## src/logic/e300_glue_config.svh

```systemverilog
// ------------------------------------------------------------
// Widths are fixed by the AD9361 sample format; change with care
// Stage counts set the exact latency seen by software
// ------------------------------------------------------------
`ifndef E300_GLUE_CONFIG_SVH
`define E300_GLUE_CONFIG_SVH

// Transceiver I or Q sample width
`define E300_SAMPLE_WIDTH 12

// Packed sample word toward the core
`define E300_WORD_WIDTH 32

// Zero bits below each component in a word
`define E300_PAD_WIDTH 4

// Interrupt pulse length in bus_clk cycles
`define E300_STRETCH_CYCLES 8

// Synchronizer depths
`define E300_PPS_SYNC_STAGES 3
`define E300_STATUS_SYNC_STAGES 2

// Stream, press, release, PMU
`define E300_IRQ_WIDTH 4

`endif

```

## src/logic/e300_glue_pkg.sv

```systemverilog
// ------------------------------------------------------------
// Shared types for the bus-clock glue logic
// Field order in the structs matches the board wiring
// ------------------------------------------------------------
`default_nettype none

`include "e300_glue_config.svh"

package e300_glue_pkg;

  // One transceiver I or Q sample
  typedef logic [`E300_SAMPLE_WIDTH-1:0] sample_t;

  // One packed sample word on the core side
  typedef logic [`E300_WORD_WIDTH-1:0] word_t;

  // Interrupt vector
  // bit 0 stream, bit 1 press, bit 2 release, bit 3 PMU
  typedef logic [`E300_IRQ_WIDTH-1:0] irq_vec_t;

  // ------------------------------------------------------------
  // Grouped signals
  // ------------------------------------------------------------

  // Transceiver sample pair
  typedef struct packed {
    sample_t i;
    sample_t q;
  } iq_t;

  // Three-wire SPI master outputs, sen is active low
  typedef struct packed {
    logic sen;
    logic sclk;
    logic mosi;
  } spi_bus_t;

  // Reference loop status from the TCXO domain
  typedef struct packed {
    logic plllck;
    logic is_10meg;
    logic is_pps;
    logic reflck;
  } ref_status_t;

endpackage

`default_nettype wire

```

## src/logic/button_irq.sv

```systemverilog
// ------------------------------------------------------------
// onswitch is active low and expected to be debounced already
// No press is seen until the input has been high for 2 cycles
// ------------------------------------------------------------
`default_nettype none

`include "e300_glue_config.svh"

module button_irq (
  input  logic bus_clk,
  input  logic bus_rst,
  input  logic onswitch,
  output logic press_irq,
  output logic release_irq
);

  // Two previous samples of the switch, bit 0 is the newer one
  logic [1:0] onswitch_hist;

  // Lane 0 is press, lane 1 is release
  logic [1:0] edge_evt;
  logic [1:0] lane_irq;

  always_ff @(posedge bus_clk) begin
    if (bus_rst) begin
      onswitch_hist <= 2'b00;
    end else begin
      onswitch_hist <= {onswitch_hist[0], onswitch};
    end
  end

  // ------------------------------------------------------------
  // Edge detection
  // ------------------------------------------------------------

  // Press pulls the line low after two high samples
  assign edge_evt[0] = ~onswitch & onswitch_hist[0] & onswitch_hist[1];

  // Release is the mirror image
  assign edge_evt[1] = onswitch & ~onswitch_hist[0] & ~onswitch_hist[1];

  // ------------------------------------------------------------
  // Pulse stretching
  // ------------------------------------------------------------

  // Stretch each event so a slow interrupt controller won't miss it
  for (genvar g = 0; g < 2; g++) begin : g_lane
    logic [`E300_STRETCH_CYCLES-1:0] stretch;

    always_ff @(posedge bus_clk) begin
      if (bus_rst) begin
        stretch <= '0;
      end else begin
        stretch <= {stretch[`E300_STRETCH_CYCLES-2:0], edge_evt[g]};
      end
    end

    // High while the event bit is anywhere in the register
    assign lane_irq[g] = |stretch;
  end

  assign press_irq   = lane_irq[0];
  assign release_irq = lane_irq[1];

endmodule

`default_nettype wire

```

## src/logic/ref_status_sync.sv

```systemverilog
// ------------------------------------------------------------
// Inputs come from GPS and TCXO clock domains and are slow
// Status bits are synced one by one, not as a coherent word
// ------------------------------------------------------------
`default_nettype none

`include "e300_glue_config.svh"

module ref_status_sync (
  input  logic                       bus_clk,
  input  logic                       bus_rst,
  input  logic                       gps_pps,
  input  e300_glue_pkg::ref_status_t ref_status,
  output logic                       pps_gpio,
  output e300_glue_pkg::ref_status_t tcxo_status
);

  logic [`E300_PPS_SYNC_STAGES-1:0] pps_pipe;
  e300_glue_pkg::ref_status_t       status_pipe [`E300_STATUS_SYNC_STAGES];

  // PPS chain, the extra stage gives more settling time
  always_ff @(posedge bus_clk) begin
    if (bus_rst) begin
      pps_pipe <= '0;
    end else begin
      pps_pipe <= {pps_pipe[`E300_PPS_SYNC_STAGES-2:0], gps_pps};
    end
  end

  // Reference status chain
  always_ff @(posedge bus_clk) begin
    if (bus_rst) begin
      for (int s = 0; s < `E300_STATUS_SYNC_STAGES; s++) begin
        status_pipe[s] <= '0;
      end
    end else begin
      status_pipe[0] <= ref_status;
      for (int s = 1; s < `E300_STATUS_SYNC_STAGES; s++) begin
        status_pipe[s] <= status_pipe[s-1];
      end
    end
  end

  // GPIO bit for ntpd
  assign pps_gpio    = pps_pipe[`E300_PPS_SYNC_STAGES-1];
  assign tcxo_status = status_pipe[`E300_STATUS_SYNC_STAGES-1];

endmodule

`default_nettype wire

```

## src/logic/cat_interface.sv

```systemverilog
// ------------------------------------------------------------
// Purely combinational path to the AD9361
// Software must keep the soft SPI core idle while PS SPI runs
// ------------------------------------------------------------
`default_nettype none

`include "e300_glue_config.svh"

module cat_interface (
  input  logic                    bus_rst,
  input  e300_glue_pkg::spi_bus_t ps_spi,
  input  e300_glue_pkg::spi_bus_t soft_spi,
  input  logic                    cat_miso,
  input  e300_glue_pkg::iq_t      rx_iq0,
  input  e300_glue_pkg::iq_t      rx_iq1,
  input  e300_glue_pkg::word_t    tx_data0,
  input  e300_glue_pkg::word_t    tx_data1,
  output e300_glue_pkg::spi_bus_t cat_spi,
  output logic                    ps_miso,
  output logic                    soft_miso,
  output logic                    cat_reset_n,
  output e300_glue_pkg::word_t    rx_data0,
  output e300_glue_pkg::word_t    rx_data1,
  output e300_glue_pkg::iq_t      tx_iq0,
  output e300_glue_pkg::iq_t      tx_iq1
);

  // ------------------------------------------------------------
  // Sample word format
  // ------------------------------------------------------------

  // i, pad, q, pad from the MSB down
  function automatic e300_glue_pkg::word_t pack_iq(input e300_glue_pkg::iq_t s);
    return {s.i, {`E300_PAD_WIDTH{1'b0}}, s.q, {`E300_PAD_WIDTH{1'b0}}};
  endfunction

  // Pad bits are dropped on the way back
  function automatic e300_glue_pkg::iq_t unpack_word(input e300_glue_pkg::word_t w);
    e300_glue_pkg::iq_t s;
    s.i = w[`E300_WORD_WIDTH-1 -: `E300_SAMPLE_WIDTH];
    s.q = w[`E300_PAD_WIDTH +: `E300_SAMPLE_WIDTH];
    return s;
  endfunction

  // ------------------------------------------------------------
  // SPI arbitration
  // ------------------------------------------------------------

  logic ps_selected;

  // PS SPI wins whenever its select is low, its clock is always stable
  assign ps_selected = ~ps_spi.sen;
  assign cat_spi     = ps_selected ? ps_spi : soft_spi;

  // Both masters listen to the same MISO line
  assign ps_miso   = cat_miso;
  assign soft_miso = cat_miso;

  // AD9361 reset pin is active low
  assign cat_reset_n = ~bus_rst;

  // ------------------------------------------------------------
  // Sample paths
  // ------------------------------------------------------------

  // Core channels are crossed with respect to the transceiver ports
  assign rx_data0 = pack_iq(rx_iq1);
  assign rx_data1 = pack_iq(rx_iq0);

  assign tx_iq1 = unpack_word(tx_data0);
  assign tx_iq0 = unpack_word(tx_data1);

endmodule

`default_nettype wire

```

## src/logic/e300_glue.sv

```systemverilog
// ------------------------------------------------------------
// Single clock domain, bus_rst is synchronous and active high
// stream_irq and pmu_irq pass straight into the vector
// ------------------------------------------------------------
`default_nettype none

module e300_glue (
  input  logic                       bus_clk,
  input  logic                       bus_rst,
  input  logic                       onswitch,
  input  logic                       gps_pps,
  input  logic                       stream_irq,
  input  logic                       pmu_irq,
  input  e300_glue_pkg::ref_status_t ref_status,
  input  e300_glue_pkg::spi_bus_t    ps_spi,
  input  e300_glue_pkg::spi_bus_t    soft_spi,
  input  logic                       cat_miso,
  input  e300_glue_pkg::iq_t         rx_iq0,
  input  e300_glue_pkg::iq_t         rx_iq1,
  input  e300_glue_pkg::word_t       tx_data0,
  input  e300_glue_pkg::word_t       tx_data1,
  output e300_glue_pkg::spi_bus_t    cat_spi,
  output logic                       ps_miso,
  output logic                       soft_miso,
  output logic                       cat_reset_n,
  output logic                       pps_gpio,
  output e300_glue_pkg::ref_status_t tcxo_status,
  output e300_glue_pkg::word_t       rx_data0,
  output e300_glue_pkg::word_t       rx_data1,
  output e300_glue_pkg::iq_t         tx_iq0,
  output e300_glue_pkg::iq_t         tx_iq1,
  output e300_glue_pkg::irq_vec_t    irq_vec
);

  logic press_irq;
  logic release_irq;

  // Front-panel button
  button_irq u_button_irq (
    .bus_clk     (bus_clk),
    .bus_rst     (bus_rst),
    .onswitch    (onswitch),
    .press_irq   (press_irq),
    .release_irq (release_irq)
  );

  // PPS and reference status into bus_clk
  ref_status_sync u_ref_status_sync (
    .bus_clk     (bus_clk),
    .bus_rst     (bus_rst),
    .gps_pps     (gps_pps),
    .ref_status  (ref_status),
    .pps_gpio    (pps_gpio),
    .tcxo_status (tcxo_status)
  );

  // Transceiver SPI and sample words
  cat_interface u_cat_interface (
    .bus_rst     (bus_rst),
    .ps_spi      (ps_spi),
    .soft_spi    (soft_spi),
    .cat_miso    (cat_miso),
    .rx_iq0      (rx_iq0),
    .rx_iq1      (rx_iq1),
    .tx_data0    (tx_data0),
    .tx_data1    (tx_data1),
    .cat_spi     (cat_spi),
    .ps_miso     (ps_miso),
    .soft_miso   (soft_miso),
    .cat_reset_n (cat_reset_n),
    .rx_data0    (rx_data0),
    .rx_data1    (rx_data1),
    .tx_iq0      (tx_iq0),
    .tx_iq1      (tx_iq1)
  );

  // Same bit order as the PS fabric interrupt inputs
  assign irq_vec = {pmu_irq, release_irq, press_irq, stream_irq};

endmodule

`default_nettype wire

```

## config.mk

```make
export PLATFORM = sky130hd
export DESIGN_NAME = e300_glue
export DESIGN_NICKNAME = d
export VERILOG_FILES = /design/src/logic/e300_glue_pkg.sv /design/src/logic/button_irq.sv /design/src/logic/ref_status_sync.sv /design/src/logic/cat_interface.sv /design/src/logic/e300_glue.sv
export VERILOG_INCLUDE_DIRS = /design/src /design/src/logic
export SDC_FILE = /design/constraint.sdc
export NUM_CORES = 1
export LEC_CHECK = 0
export BUFFER_PORTS_ARGS = -buffer_cell sky130_fd_sc_hd__buf_2
export CAP_MARGIN = 25
export CORE_AREA = 2 2 99 101
export CTS_CLUSTER_SIZE = 10
export DETAILED_ROUTE_END_ITERATION = 7
export DIE_AREA = 0 0 101 103
export GPL_TIMING_DRIVEN = 0
export PLACE_DENSITY_LB_ADDON = 0.15
export SETUP_SLACK_MARGIN = 0.02
export SLEW_MARGIN = 20
export SYNTH_ARGS = -nofsm -noshare
export SYNTH_HDL_FRONTEND = slang
export SYNTH_SLANG_ARGS = --single-unit
```

## constraint.sdc

```tcl
create_clock -name bus_clk -period 1.57 [get_ports bus_clk]
set_input_delay 0.314 -clock bus_clk [delete_from_list [all_inputs] [get_ports bus_clk]]
set_output_delay 0.314 -clock bus_clk [all_outputs]
set_load 0.005 [all_outputs]
```

==> tab_implementation.tex <==
\begin{tabular}{lr}
\hline
Metric & Value \\
\hline
\multicolumn{2}{l}{\textbf{Critical path}} \\
Required time of the worst setup path & 1.26 ns \\
Worst Path Max Fanout & 2 \\
WS Path Type & flip-flop to output pin \\
Crit-path cells & nor4\_2, nand2\_1, buf\_4, buf\_2 \\
Library cell contributing the largest single delay on the critical path & dfxtp\_1 \\
Buffering stage count on the worst path with inverters included & 2 \\
Kind of capture point of the worst setup path & output pin \\
Top delay family on crit path & simple AND/OR/NAND/NOR gates \\
Critical Path AT & 1.18 ns \\
Startpoint type of the worst setup path & flip-flop \\
Slowest cell delay on critical path & 0.32 ns \\
\multicolumn{2}{l}{\textbf{Timing}} \\
Fmax & 668.0 MHz \\
Setup ws final & 0.07290 ns \\
Setup TNS & 0 ns \\
Final Max Tran Viols & 0 \\
Maximum clock skew at final layout & 0.004827 ns \\
Unrepaired setup endpoints after global routing & true \\
Final setup violation count & 0 \\
Final-report hold violation count & 0 \\
Minimum period implied by the final worst setup slack & 1.497 ns \\
Final cycle utilization of the critical path & 95.36\% \\
\multicolumn{2}{l}{\textbf{Flow run}} \\
Max-cap viol count & 0 \\
\multicolumn{2}{l}{\textbf{Synth}} \\
Area contributors post-synth & buf\_4 (53\%), dfxtp\_1 (33\%), nor2b\_1 (8.5\%) \\
Count leader, synth & buf\_4 \\
Asr flop ratio synth & 0\% \\
Top cells by instance count after synthesis & buf\_4 (124), dfxtp\_1 (29), nor2b\_1 (24) \\
Flip-flop and latch count after synthesis & 29 \\
Syn\_area\_per\_cell & 9.180 um2 \\
Total number of yosys warnings & 0 \\
Area share of the leading cell type in the synthesized netlist & 52.54\% \\
Netlist area before placement & 0.001772 mm2 \\
Synthesized instance count & 193 \\
Biggest area consumer among synthesized cells & buf\_4 \\
Ys flop type & dfxtp\_1 \\
Sequential fraction of the synthesis area & 32.77\% \\
Netlist cell types & 13 \\
EDFF count, synth & 0 \\
\multicolumn{2}{l}{\textbf{Placement}} \\
Setup slack at placement & 0.2850 ns \\
Number of buffers inserted by port buffering & 124 \\
Final weighted congestion in routability-driven placement & 0.6505 \\
Total instance count after detailed placement & 446 \\
Dpl hpwl & 3515 um \\
\multicolumn{2}{l}{\textbf{Floorplanning}} \\
Die boundary width & 101 um \\
Total number of placement rows & 36 \\
Number of primary I/O pins & 256 \\
Die Y-Extent & 103 um \\
Die area & 0.01040 mm2 \\
Core area & 0.009459 mm2 \\
Starting Density & 18.73\% \\
\multicolumn{2}{l}{\textbf{Drt}} \\
Per-cell routed wire length & 9.000 um \\
Number of nets still failing antenna checks after routing & 0 \\
Total number of vias & 1479 \\
Initial DRC Count & 18 \\
Final wirelength & 4077 um \\
DRC violations left & 0 \\
Ratio of routed vias to standard cells & 3.265 \\
First-pass detailed-route iteration total & 4 \\
\multicolumn{2}{l}{\textbf{Clock network}} \\
CTS tree & yes \\
Clock latency of the later-clocked register in the worst-skew pair & 0.27 ns \\
Clock root buffer master & clkbuf\_8 \\
Total number of H-tree levels & 2 \\
Clock transition at path regs & 0.06 ns \\
Total clock sinks & 29 \\
Clock tree buffer depth & 2 \\
Post CTS Setup Buffer Count & 0 \\
Total CTS buffers & 5 \\
\multicolumn{2}{l}{\textbf{Power}} \\
Areal power density over the cells & 728.5 mW/mm2 \\
Leakage power figure & 1.564 nW \\
Worst voltage drop across the vdd grid & 0.4667 mV \\
\multicolumn{2}{l}{\textbf{Worst hold path}} \\
Hold Path Class & input pin to flip-flop \\
\multicolumn{2}{l}{\textbf{GRT}} \\
Global-route wire length before repair & 5092 um \\
Largest net degree at the start of global routing & 11 \\
Number of antenna violations at the first check in global routing & 0 \\
Global-route usage over all layers & 6.303\% \\
Via count of the first global-routing pass & 1121 \\
Grt total ovfl & 0 \\
\multicolumn{2}{l}{\textbf{Layout}} \\
Final cell count without fillers & 453 \\
NumNets Final & 467 \\
Layout overhead on the synthesized area & 53.88\% \\
Share of final-layout standard cells stronger than drive strength 1 & 77.29\% \\
Diode count & 0 \\
\multicolumn{2}{l}{\textbf{Run status}} \\
Run status & complete, no violations \\
\hline
\end{tabular}
==> layout make-up <==
class	instances	area (um2)
flip-flops and latches	29	581.8
inverters	1	3.754
fillers	1028	6733
plain buffers	123	923.4
multi-input cells	54	331.6
clock buffers	7	86.33
well taps	114	142.6
clock inverters	1	30.03
repair buffers	124	626.9
==> path summary, 6_finish.rpt <==
check                                                     from                                              to  slack (ns)  cells past startpoint
setup / recovery  u_button_irq.g_lane[1].stretch[6]$_SDFF_PP0_                                      irq_vec[2]        0.07                      4
hold / removal                                   ref_status[0]  u_ref_status_sync.status_pipe[0][0]$_SDFF_PP0_        0.25                      2
setup reg to reg      u_button_irq.onswitch_hist[0]$_SDFF_PP0_    u_button_irq.g_lane[0].stretch[0]$_SDFF_PP0_        0.84                      2
hold reg to reg       u_button_irq.onswitch_hist[1]$_SDFF_PP0_    u_button_irq.g_lane[1].stretch[0]$_SDFF_PP0_        0.41                      1
==> layout by cell type, fill, tap and decap left out <==
cell,instances
bufinv_16,1
and2b_1,1
nand2_1,2
buf_2,123
inv_1,1
mux2_2,2
nor2b_1,24
nor2b_2,2
nor4_1,1
nor4_2,3
clkbuf_1,1
buf_4,123
and3b_1,1
and2_1,1
dfxtp_2,1
clkbuf_8,6
nor3b_1,1
dfxtp_1,28
conb_1,16
buf_6,1
==> power breakdown <==
| group | internal [mW] | leakage [nW] | switching (mW) | total (mW) |
|---|---|---|---|---|
| Clock | 0.516 | 0.0585 | 0.259 | 0.776 |
| Combinational | 0.314 | 1.27 | 0.135 | 0.450 |
| Sequential | 0.755 | 0.237 | 0.00563 | 0.761 |
==> stage by stage <==
stage          util [%]  hold slack, ns  power [mW]  area (um2)
6_report          28.82          0.2495       1.986        2726
5_1_grt           28.82          0.2422       2.110        2726
4_1_cts           28.76          0.2458       2.021        2720
3_5_place_dp      27.39          0.4079       1.229        2591
3_3_place_gp      27.39          0.4110       1.229        2591
2_1_floorplan         -          0.3840       1.062        1828
==> worst reg2reg max path, stage by stage, from the launching register on <==
cell and delay (ns):
dfxtp_1 0.31, nor2b_2 0.15, and3b_1 0.17
==> cells by family (layout without fill, tap and decap cells) <==
kind of cell	count (synthesis)	count (layout)	synth area share, %
multiplexers	2	2	1.271
flip-flops	29	29	32.77
other	1	16	0.2117
buffers and inverters	125	256	52.75
AND/OR/NAND/NOR	36	36	12.99
==> flip-flops by register name (all words and copies together) (netlist names) <==
name / count
u_ref_status_sync.pps_pipe: 3
u_button_irq.onswitch_hist: 2
u_ref_status_sync.status_pipe: 8
u_button_irq.g_lane.stretch: 16
==> metal layers <==
layer  global-route usage [%]  up-vias  routed length, um
met1                    5.839      629               1259
met3                    2.576        2                499
met5                        0        -                  0
met2                    12.56      108               2303
li1                         -      740                  -
met4                    1.871        0                 14
==> timing repair <==
action / in CTS / in global routing
endpoints found under the setup margin: 2 / 2
resized for setup: 2 / 3
pin swaps: 0 / 3
hold buffers: 0 / 0
Note: power is estimated with default switching activity, not from simulation.
